--- config.mk ---
export PLATFORM = sky130hd
export DESIGN_NAME = lsu_issue_queue
export DESIGN_NICKNAME = d
export VERILOG_FILES = /design/src/logic/lsu_sched_pkg.sv /design/src/logic/lsu_issue_entry.sv /design/src/logic/lsu_issue_picker.sv /design/src/logic/lsu_issue_queue.sv /design/src/logic/lsu_replay_credits.sv
export VERILOG_INCLUDE_DIRS = /design/src /design/src/logic
export SDC_FILE = /design/constraint.sdc
export NUM_CORES = 1
export LEC_CHECK = 0
export BUFFER_PORTS_ARGS = -buffer_cell sky130_fd_sc_hd__buf_4
export CAP_MARGIN = 20
export CORE_ASPECT_RATIO = 0.5
export CORE_UTILIZATION = 55
export CTS_BUF_LIST = sky130_fd_sc_hd__clkbuf_8
export CTS_CLUSTER_DIAMETER = 50
export DETAILED_ROUTE_END_ITERATION = 8
export PLACE_DENSITY_LB_ADDON = 0.25
export SYNTH_ARGS = -nofsm -noshare
export SYNTH_HDL_FRONTEND = slang
export SYNTH_SLANG_ARGS = --single-unit
--- constraint.sdc ---
create_clock -name i_clk -period 8.1 [get_ports i_clk]
set_input_delay 0.81 -clock i_clk [delete_from_list [all_inputs] [get_ports i_clk]]
set_output_delay 0.81 -clock i_clk [all_outputs]
set_load 0.02 [all_outputs]
--- src/logic/lsu_sched_defs.svh ---
`ifndef LSU_SCHED_DEFS_SVH
`define LSU_SCHED_DEFS_SVH

// ------------------------------------------------
// Queue sizing
// ------------------------------------------------
`define LSU_ENTRY_NUM    4

// Entry index width
`define LSU_IDX_W        ($clog2(`LSU_ENTRY_NUM))

// Physical register tag
`define LSU_TAG_W        5

// Op id, handed out in program order and wrapping
`define LSU_ID_W         6

// ------------------------------------------------
// Replay queue
// ------------------------------------------------
`define LSU_REPLAY_SLOTS 2

// Wide enough to hold a full credit count
`define LSU_CREDIT_W     ($clog2(`LSU_REPLAY_SLOTS + 1))

`endif

--- src/logic/lsu_sched_pkg.sv ---
`include "lsu_sched_defs.svh"

package lsu_sched_pkg;

  // ------------------------------------------------
  // Entry state machine
  // ------------------------------------------------
  typedef enum logic [2:0] {
    LSU_SCHED_INIT,     // Free
    LSU_SCHED_WAIT,
    LSU_SCHED_ISSUED,
    LSU_SCHED_HAZ_WAIT,
    LSU_SCHED_CLEAR
  } lsu_sched_state_t;

  // Hazard reported by the first execute stage
  typedef enum logic [1:0] {
    LSU_HAZ_NONE,
    LSU_HAZ_TLB_MISS,
    LSU_HAZ_UC_ACCESS,
    LSU_HAZ_REPLAY
  } lsu_haz_t;

  typedef struct packed {
    logic                  valid;
    logic [`LSU_TAG_W-1:0] tag;
    logic                  ready;
  } lsu_src_t;

  typedef struct packed {
    logic                 valid;
    logic [`LSU_ID_W-1:0] id;
    lsu_src_t [1:0]       rs;
    logic                 need_oldest;  // Uncached, waits to be head
    lsu_haz_t             haz_reason;
  } lsu_entry_t;

  // A missing source counts as ready
  function automatic logic lsu_ops_ready(lsu_entry_t entry);
    logic ok;
    ok = 1'b1;
    for (int i = 0; i < 2; i++) begin
      ok &= !entry.rs[i].valid | entry.rs[i].ready;
    end
    return ok;
  endfunction

  // Distance from the head, wraps with the id space
  function automatic logic [`LSU_ID_W-1:0] lsu_age(logic [`LSU_ID_W-1:0] id,
                                                    logic [`LSU_ID_W-1:0] head);
    return id - head;
  endfunction

endpackage

--- src/logic/lsu_issue_entry.sv ---
`timescale 1ns/1ns
`include "lsu_sched_defs.svh"

module lsu_issue_entry (
  input  logic                      i_clk,
  input  logic                      i_reset_n,

  input  logic                      i_put,
  input  lsu_sched_pkg::lsu_entry_t i_put_entry,

  input  logic                      i_wr_valid,
  input  logic [`LSU_TAG_W-1:0]     i_wr_tag,

  input  logic                      i_picked,
  input  logic                      i_ex1_valid,   // Already decoded to this entry
  input  lsu_sched_pkg::lsu_haz_t   i_ex1_haz,

  input  logic                      i_tlb_resolve,
  input  logic [`LSU_ID_W-1:0]      i_head_id,
  input  logic                      i_st_idle,
  input  logic                      i_replay_full,
  input  logic                      i_flush,

  input  logic                      i_done_grant,

  output logic                      o_free,
  output logic                      o_ready,
  output lsu_sched_pkg::lsu_entry_t o_entry,
  output logic                      o_clear_req
);

  lsu_sched_pkg::lsu_sched_state_t r_state;
  lsu_sched_pkg::lsu_sched_state_t w_state_next;
  lsu_sched_pkg::lsu_entry_t       r_entry;
  lsu_sched_pkg::lsu_entry_t       w_entry_next;

  logic [`LSU_TAG_W-1:0] w_rs_tag [2];
  logic [1:0]            w_rs_hit;
  logic                  w_oldest;
  logic                  w_ops_ready;
  logic                  w_haz_release;

  // ------------------------------------------------
  // Operand wakeup
  // ------------------------------------------------
  // On a put the incoming tag is compared, so a same-cycle write counts
  for (genvar rs = 0; rs < 2; rs++) begin : g_rs
    assign w_rs_tag[rs] = i_put ? i_put_entry.rs[rs].tag : r_entry.rs[rs].tag;
    assign w_rs_hit[rs] = i_wr_valid & (w_rs_tag[rs] == i_wr_tag);
  end

  assign w_oldest    = (r_entry.id == i_head_id) & i_st_idle;
  assign w_ops_ready = lsu_sched_pkg::lsu_ops_ready(r_entry);

  always_comb begin
    case (r_entry.haz_reason)
      lsu_sched_pkg::LSU_HAZ_TLB_MISS:  w_haz_release = i_tlb_resolve;
      lsu_sched_pkg::LSU_HAZ_UC_ACCESS: w_haz_release = w_oldest;
      lsu_sched_pkg::LSU_HAZ_REPLAY:    w_haz_release = !i_replay_full;
      default:                          w_haz_release = 1'b0;
    endcase
  end

  // ------------------------------------------------
  // Next state
  // ------------------------------------------------
  always_comb begin
    w_state_next = r_state;
    w_entry_next = r_entry;

    case (r_state)
      lsu_sched_pkg::LSU_SCHED_INIT: begin
        if (i_put) begin
          w_entry_next = i_put_entry;
          w_state_next = lsu_sched_pkg::LSU_SCHED_WAIT;
        end
      end
      lsu_sched_pkg::LSU_SCHED_WAIT: begin
        if (i_picked) begin
          w_state_next = lsu_sched_pkg::LSU_SCHED_ISSUED;
        end
      end
      lsu_sched_pkg::LSU_SCHED_ISSUED: begin
        if (i_ex1_valid) begin
          case (i_ex1_haz)
            lsu_sched_pkg::LSU_HAZ_NONE: begin
              w_state_next = lsu_sched_pkg::LSU_SCHED_CLEAR;
            end
            lsu_sched_pkg::LSU_HAZ_REPLAY: begin
              if (i_replay_full) begin
                w_state_next            = lsu_sched_pkg::LSU_SCHED_HAZ_WAIT;
                w_entry_next.haz_reason = lsu_sched_pkg::LSU_HAZ_REPLAY;
              end else begin
                w_state_next = lsu_sched_pkg::LSU_SCHED_CLEAR;  // Handed to replay queue
              end
            end
            default: begin
              w_state_next            = lsu_sched_pkg::LSU_SCHED_HAZ_WAIT;
              w_entry_next.haz_reason = i_ex1_haz;
            end
          endcase
        end else begin
          w_state_next = lsu_sched_pkg::LSU_SCHED_CLEAR;
        end
      end
      lsu_sched_pkg::LSU_SCHED_HAZ_WAIT: begin
        if (w_haz_release) begin
          w_state_next            = lsu_sched_pkg::LSU_SCHED_WAIT;
          w_entry_next.haz_reason = lsu_sched_pkg::LSU_HAZ_NONE;
        end
      end
      lsu_sched_pkg::LSU_SCHED_CLEAR: begin
        if (i_done_grant) begin
          w_state_next       = lsu_sched_pkg::LSU_SCHED_INIT;
          w_entry_next.valid = 1'b0;
        end
      end
      default: begin
        w_state_next = lsu_sched_pkg::LSU_SCHED_INIT;
      end
    endcase

    for (int rs = 0; rs < 2; rs++) begin
      w_entry_next.rs[rs].ready = w_entry_next.rs[rs].ready | w_rs_hit[rs];
    end

    // Flush drops the op silently
    if (i_flush) begin
      w_state_next       = lsu_sched_pkg::LSU_SCHED_INIT;
      w_entry_next.valid = 1'b0;
    end
  end

  always_ff @(posedge i_clk, negedge i_reset_n) begin
    if (!i_reset_n) begin
      r_state <= lsu_sched_pkg::LSU_SCHED_INIT;
      r_entry <= '0;
    end else begin
      r_state <= w_state_next;
      r_entry <= w_entry_next;
    end
  end

  assign o_free      = (r_state == lsu_sched_pkg::LSU_SCHED_INIT);
  assign o_ready     = r_entry.valid & (r_state == lsu_sched_pkg::LSU_SCHED_WAIT) & !i_flush &
                       w_ops_ready & (!r_entry.need_oldest | w_oldest);
  assign o_entry     = r_entry;
  assign o_clear_req = (r_state == lsu_sched_pkg::LSU_SCHED_CLEAR) & !i_flush;

  // Picker and issue handshake must only select a ready entry
  a_pick_ready: assert property (@(posedge i_clk) disable iff (!i_reset_n)
    i_picked |-> o_ready);

  a_haz_reason: assert property (@(posedge i_clk) disable iff (!i_reset_n)
    (r_state == lsu_sched_pkg::LSU_SCHED_HAZ_WAIT) |->
      (r_entry.haz_reason != lsu_sched_pkg::LSU_HAZ_NONE));

endmodule

--- src/logic/lsu_issue_picker.sv ---
`timescale 1ns/1ns
`include "lsu_sched_defs.svh"

module lsu_issue_picker (
  input  logic                   i_ready [`LSU_ENTRY_NUM],
  input  logic [`LSU_ID_W-1:0]   i_ids   [`LSU_ENTRY_NUM],
  input  logic                   i_free  [`LSU_ENTRY_NUM],
  input  logic [`LSU_ID_W-1:0]   i_head_id,

  output logic                   o_pick_valid,
  output logic [`LSU_IDX_W-1:0]  o_pick_idx,
  output logic                   o_alloc_valid,
  output logic [`LSU_IDX_W-1:0]  o_alloc_idx
);

  localparam int N  = `LSU_ENTRY_NUM;
  localparam int IW = `LSU_IDX_W;

  logic [`LSU_ID_W-1:0] w_age [N];
  logic [`LSU_ID_W-1:0] w_best_age;

  for (genvar e = 0; e < N; e++) begin : g_age
    assign w_age[e] = lsu_sched_pkg::lsu_age(i_ids[e], i_head_id);
  end

  // ------------------------------------------------
  // Oldest ready entry
  // ------------------------------------------------
  // Ids of live entries are distinct, so no tie to break
  always_comb begin
    o_pick_valid = 1'b0;
    o_pick_idx   = '0;
    w_best_age   = '1;
    for (int e = 0; e < N; e++) begin
      if (i_ready[e] && (!o_pick_valid || (w_age[e] < w_best_age))) begin
        o_pick_valid = 1'b1;
        o_pick_idx   = IW'(e);
        w_best_age   = w_age[e];
      end
    end
  end

  // ------------------------------------------------
  // Dispatch slot
  // ------------------------------------------------
  always_comb begin
    o_alloc_valid = 1'b0;
    o_alloc_idx   = '0;
    for (int e = N - 1; e >= 0; e--) begin  // Lowest index wins
      if (i_free[e]) begin
        o_alloc_valid = 1'b1;
        o_alloc_idx   = IW'(e);
      end
    end
  end

endmodule

--- src/logic/lsu_issue_queue.sv ---
`timescale 1ns/1ns
`include "lsu_sched_defs.svh"

module lsu_issue_queue (
  input  logic                      i_clk,
  input  logic                      i_reset_n,

  input  logic                      i_disp_valid,
  output logic                      o_disp_ready,
  input  logic [`LSU_ID_W-1:0]      i_disp_id,
  input  logic                      i_disp_rs_valid [2],
  input  logic [`LSU_TAG_W-1:0]     i_disp_rs_tag   [2],
  input  logic                      i_disp_uncached,

  input  logic                      i_wr_valid,
  input  logic [`LSU_TAG_W-1:0]     i_wr_tag,

  output logic                      o_iss_valid,
  input  logic                      i_iss_ready,
  output logic [`LSU_ID_W-1:0]      o_iss_id,
  output logic [`LSU_IDX_W-1:0]     o_iss_idx,

  input  logic                      i_ex1_valid,
  input  logic [`LSU_IDX_W-1:0]     i_ex1_idx,
  input  lsu_sched_pkg::lsu_haz_t   i_ex1_haz,

  input  logic                      i_tlb_resolve,
  input  logic [`LSU_ID_W-1:0]      i_head_id,
  input  logic                      i_st_idle,
  input  logic                      i_replay_release,
  input  logic                      i_flush,

  output logic                      o_done_valid,
  output logic [`LSU_ID_W-1:0]      o_done_id,
  output logic [`LSU_CREDIT_W-1:0]  o_replay_credits
);

  localparam int N  = `LSU_ENTRY_NUM;
  localparam int IW = `LSU_IDX_W;

  lsu_sched_pkg::lsu_entry_t w_put_entry;
  lsu_sched_pkg::lsu_entry_t w_entry [N];

  logic                 w_put        [N];
  logic                 w_picked     [N];
  logic                 w_ex1_hit    [N];
  logic                 w_ready      [N];
  logic                 w_free       [N];
  logic                 w_clear_req  [N];
  logic                 w_done_grant [N];
  logic [`LSU_ID_W-1:0] w_ids        [N];

  logic          w_pick_valid;
  logic [IW-1:0] w_pick_idx;
  logic          w_alloc_valid;
  logic [IW-1:0] w_alloc_idx;
  logic [IW-1:0] w_done_idx;
  logic          w_replay_full;
  logic          w_replay_take;
  logic          r_hold_valid;
  logic [IW-1:0] r_hold_idx;

  // ------------------------------------------------
  // Dispatch
  // ------------------------------------------------
  always_comb begin
    w_put_entry       = '0;
    w_put_entry.valid = 1'b1;
    w_put_entry.id    = i_disp_id;
    for (int rs = 0; rs < 2; rs++) begin
      w_put_entry.rs[rs].valid = i_disp_rs_valid[rs];
      w_put_entry.rs[rs].tag   = i_disp_rs_tag[rs];
    end
    w_put_entry.need_oldest = i_disp_uncached;
    w_put_entry.haz_reason  = lsu_sched_pkg::LSU_HAZ_NONE;
  end

  assign o_disp_ready = w_alloc_valid & !i_flush;

  // ------------------------------------------------
  // Issue, held steady under back-pressure
  // ------------------------------------------------
  assign o_iss_idx   = r_hold_valid ? r_hold_idx : w_pick_idx;
  assign o_iss_valid = r_hold_valid ? w_ready[r_hold_idx] : w_pick_valid;
  assign o_iss_id    = w_ids[o_iss_idx];

  always_ff @(posedge i_clk, negedge i_reset_n) begin
    if (!i_reset_n) begin
      r_hold_valid <= 1'b0;
    end else begin
      r_hold_valid <= o_iss_valid & !i_iss_ready & !i_flush;
    end
  end

  always_ff @(posedge i_clk) begin
    if (o_iss_valid & !i_iss_ready) begin
      r_hold_idx <= o_iss_idx;
    end
  end

  // Done report, lowest index first
  always_comb begin
    o_done_valid = 1'b0;
    w_done_idx   = '0;
    for (int e = N - 1; e >= 0; e--) begin
      if (w_clear_req[e]) begin
        o_done_valid = 1'b1;
        w_done_idx   = IW'(e);
      end
    end
  end

  assign o_done_id     = w_ids[w_done_idx];
  assign w_replay_take = i_ex1_valid & (i_ex1_haz == lsu_sched_pkg::LSU_HAZ_REPLAY) &
                         !w_replay_full;

  for (genvar e = 0; e < N; e++) begin : g_entry
    assign w_put[e]        = i_disp_valid & o_disp_ready & (w_alloc_idx == IW'(e));
    assign w_picked[e]     = o_iss_valid & i_iss_ready & (o_iss_idx == IW'(e));
    assign w_ex1_hit[e]    = i_ex1_valid & (i_ex1_idx == IW'(e));
    assign w_done_grant[e] = o_done_valid & (w_done_idx == IW'(e));
    assign w_ids[e]        = w_entry[e].id;

    lsu_issue_entry u_entry (
      .i_clk         (i_clk),
      .i_reset_n     (i_reset_n),
      .i_put         (w_put[e]),
      .i_put_entry   (w_put_entry),
      .i_wr_valid    (i_wr_valid),
      .i_wr_tag      (i_wr_tag),
      .i_picked      (w_picked[e]),
      .i_ex1_valid   (w_ex1_hit[e]),
      .i_ex1_haz     (i_ex1_haz),
      .i_tlb_resolve (i_tlb_resolve),
      .i_head_id     (i_head_id),
      .i_st_idle     (i_st_idle),
      .i_replay_full (w_replay_full),
      .i_flush       (i_flush),
      .i_done_grant  (w_done_grant[e]),
      .o_free        (w_free[e]),
      .o_ready       (w_ready[e]),
      .o_entry       (w_entry[e]),
      .o_clear_req   (w_clear_req[e])
    );
  end

  lsu_issue_picker u_picker (
    .i_ready       (w_ready),
    .i_ids         (w_ids),
    .i_free        (w_free),
    .i_head_id     (i_head_id),
    .o_pick_valid  (w_pick_valid),
    .o_pick_idx    (w_pick_idx),
    .o_alloc_valid (w_alloc_valid),
    .o_alloc_idx   (w_alloc_idx)
  );

  lsu_replay_credits u_replay_credits (
    .i_clk         (i_clk),
    .i_reset_n     (i_reset_n),
    .i_take        (w_replay_take),
    .i_release     (i_replay_release),
    .o_replay_full (w_replay_full),
    .o_credits     (o_replay_credits)
  );

endmodule

--- src/logic/lsu_replay_credits.sv ---
`timescale 1ns/1ns
`include "lsu_sched_defs.svh"

module lsu_replay_credits (
  input  logic                       i_clk,
  input  logic                       i_reset_n,

  input  logic                       i_take,
  input  logic                       i_release,

  output logic                       o_replay_full,
  output logic [`LSU_CREDIT_W-1:0]   o_credits
);

  localparam int CW = `LSU_CREDIT_W;
  localparam logic [CW-1:0] FULL_CNT = `LSU_REPLAY_SLOTS;

  logic [CW-1:0] r_count;
  logic          w_take;
  logic          w_release;

  // Both ends saturate
  assign w_take    = i_take & (r_count != '0);
  assign w_release = i_release & ((r_count != FULL_CNT) | w_take);

  always_ff @(posedge i_clk, negedge i_reset_n) begin
    if (!i_reset_n) begin
      r_count <= FULL_CNT;  // All slots free
    end else if (w_take & !w_release) begin
      r_count <= r_count - CW'(1);
    end else if (w_release & !w_take) begin
      r_count <= r_count + CW'(1);
    end
  end

  assign o_replay_full = (r_count == '0);
  assign o_credits     = r_count;

  // The queue only takes a credit when full was low
  a_no_underflow: assert property (@(posedge i_clk) disable iff (!i_reset_n)
    i_take |-> (r_count != '0));

endmodule

==> qor.csv <==
stage,metric,value,unit
floorplan,initial_core_util,57.51,%
worst_setup_path,worstPathArrival,7.01,ns
clock_network,ctsHoldBuffers,0,
clock_network,cts.reportedPaths.clkPinSlew,0.07,ns
cells_and_area,seqCellArea,2840,µm²
clock_network,cts_buffers,17,
synth,synth_top_area_share,37.16,%
floorplan,pin_count,63,
routing,met2_length,8575,µm
power,ir_worst_vdd,119.1,µV
synth,ys.warnings.count,0,
floorplan,core-area,12880,µm²
global_routing,grt_pass1_vias,5819,
worst_setup_path,critical_path.startpoint_type,input port,
worst_setup_path,crit_start,i_head_id[2],
floorplan,die_h,84.07,µm
clock_network,clock_latency,0.43,ns
power,finalPower,2.201,mW
routing,first_iter_violations,391,
timing,relSlewSlack,46.71,%
worst_setup_path,worstSetupPathType,input port to output port,
timing,max_clock_freq,0.1279,GHz
synth,synth.area.top_cells,"dfrtp_1, mux2_2, ha_1",
routing,top_layer_used,met4,
power,p_leak,4.194,nW
worst_setup_path,r2r-start,g_entry[1].u_entry.o_entry[17],
timing,worstMarginPinSlew,0.7993,ns
routing,vias,5944,
floorplan,die_area,13970,µm²
cells_and_area,nets,883,
place,dp_cells,934,
power,p_per_area,249.2,nW/µm²
routing,wl_met1,8667,µm
synth,synth_nets,796,
global_routing,grt_pass1_wl,30350,µm
synth,synth_seq_cells,113,
timing,min_period,7.816,ns
timing,maxSlewViolCount,0,
clock_network,ctsRootBufferMaster,clkbuf_8,
global_routing,grt_use_total,28.50,%
run,drv_cap,0,
status,failed_checks,DRC,
global_routing,antenna_found_initial,0,
synth,synth_area_leader_cell,dfrtp_1,
timing,hold_viol_final,0,
routing,met3_length,1497,µm
cells_and_area,mostFrequentLayoutCells,"dfrtp_1, buf_4, mux2_2, nor2_1, xor2_1",
synth,syn_avg_cell_area,10.42,µm²
floorplan,die_w,166.1,µm
synth,syn_inst,711,
worst_setup_path,crit_slowest_cell,or4b_4,
cells_and_area,area_delta_synth_final,19.19,%
synth,ys_seq_area_share,38.32,%
cells_and_area,drive_above_1_share,32.43,%
routing,drc,3,
routing,drt_pass1_iterations,7,
cells_and_area,multi_input_area,4407,µm²
place,dp_hpwl,13970,µm
worst_setup_path,worstPathMaxFanout,7,
worst_setup_path,critPathMostFrequentCell,buf_4,
cells_and_area,final_common_cell,dfrtp_1,
clock_network,htree_num_levels,4,
worst_setup_path,cp-end-kind,output port,
cells_and_area,fin_util,68.55,%
routing,wl_per_cell,19.48,µm
floorplan,rows,29,
global_routing,grt_start_max_net_pins,64,
routing,drt_wl_total,19110,µm
synth,synth_edf_count,2,
synth,syn-cell-area,7408,µm²
place,gp_routability_congestion,0.9062,
place,portBuffers,62,
global_routing,grt_overflow_total,0,
cells_and_area,fillers,967,
synth,async_flop_share,98.23,%
timing,fin_tns_setup,0,ns
clock_network,cts_tree,built,
synth,synthDistinctLibCells,73,
timing,setup_violations,0,
cells_and_area,stdcell_count,981,
routing,vias_per_cell,6.059,
worst_setup_path,worst_ep_required_time,7.29,ns
timing,finalCritPeriodShare,96.50,%
clock_network,clk_path_buf_depth,2,
cells_and_area,num_antenna_cells,0,
timing,skew,0.01345,ns
clock_network,numClockSinks,113,
routing,ant_nets,0,
min_path,hp-class,input port to asynchronous set/reset pin,
synth,ys.flop_type,dfrtp_1,
worst_setup_path,crit_path_max_incr_delay,0.47,ns
status,outcome,"complete, but fails checks",
-- path summary, 6_finish.rpt --
kind                                                  end  slack, ns  cells after the start
setup / recovery                              o_iss_id[1]       0.28                     35
hold / removal              g_entry[1].u_entry.o_entry[5]       0.38                      1
setup reg to reg            g_entry[3].u_entry.r_state[1]       1.16                     34
hold reg to reg            g_entry[0].u_entry.o_entry[23]       0.48                      2
max in group asynchronous  g_entry[0].u_entry.o_entry[17]       6.46                      2
min in group i_clk         g_entry[0].u_entry.o_entry[23]       0.48                      2
-- per-layer routing --
layer,track usage [%],vias to the layer above
met3,6.923,31
met1,39.06,2911
met4,8.411,0
met2,44.88,237
met5,0,-
li1,-,2765
-- state kept, by name, summed over array words and instances, names as in the netlist --
| register | count |
|---|---|
| g_entry.u_entry.r_state | 12 |
| u_replay_credits.o_credits | 2 |
| r_hold_valid | 1 |
| r_hold_idx | 2 |
| g_entry.u_entry.o_entry | 96 |
-- logic make-up after synthesis --
kind of cell,Yosys count,synth area share [%]
muxes,115,17.19
xor gates and xnor gates,60,7.093
DFF,113,38.32
adders and majority gates,41,7.330
and+or+nand+nor,166,11.65
AOI/OAI and AO/OA,148,14.63
buffers and inverters,68,3.783
-- through the flow --
stage	setup slack [ns]	cell area [µm²]	hold WS, ns
final	0.2837	8830	0.3796
after global routing	-0.05179	8830	0.4177
after CTS	0.002886	8581	0.3912
after detailed placement	-0.1187	8107	0.4609
after global placement	-0.009432	8107	0.4518
after floorplan	0.1022	7408	0.4389
-- final cells by class --
type                            instances  area share, %
Clock inverter                         12          2.041
Sequential cell                       113          32.17
Clock buffer                           20          3.117
Inverter                               38          1.644
Tap cell                              170          2.409
Multi-Input combinational cell        530          49.91
Timing Repair Buffer                   98          8.715
-- worst max-delay path, delay by kind of cell --
family	cells	cell delay (ns)
muxes	3	0.48
and+or+nand+nor	8	1.29
buffers and inverters	9	1.32
adders and majority gates	4	1.04
AOI/OAI and AO/OA	11	2.05
-- synth_stat cells (3+ instances only) --
master      n
a21o_1     11
a21oi_1    48
a31oi_1     6
a32o_1      7
a32oi_1     3
and3_1      3
and4_1      5
buf_1       9
buf_6       3
clkbuf_1   16
dfrtp_1   110
fa_1        4
ha_1       37
inv_1      38
mux2_2     88
mux2i_1    26
nand2_1    33
nand2b_1    8
nand3_1    11
nand4_1     4
nor2_1     47
nor2b_1    10
nor3_1     10
nor3b_1     6
nor4_1      8
o211ai_1    6
o21ai_0    20
o21bai_1    5
o31a_1      3
o31ai_1     3
or2_2       3
or3_1       4
xnor2_1    19
xor2_1     41
-- power by group --
group,leakage [nW],internal [mW],switching [mW]
Sequential,1.44,0.694,0.0973
Combinational,2.52,0.376,0.428
Clock,0.231,0.362,0.244
Total,4.19,1.43,0.770
-- timing repair --
action | 4_1_cts | 5_1_grt
resized for setup | 3 | 30
setup buffers | 0 | 14
pin swaps | 0 | 18
setup endpoints to repair | 7 | 8
cloned | 0 | 1
No activity file was read; power rests on OpenSTA's default activity.
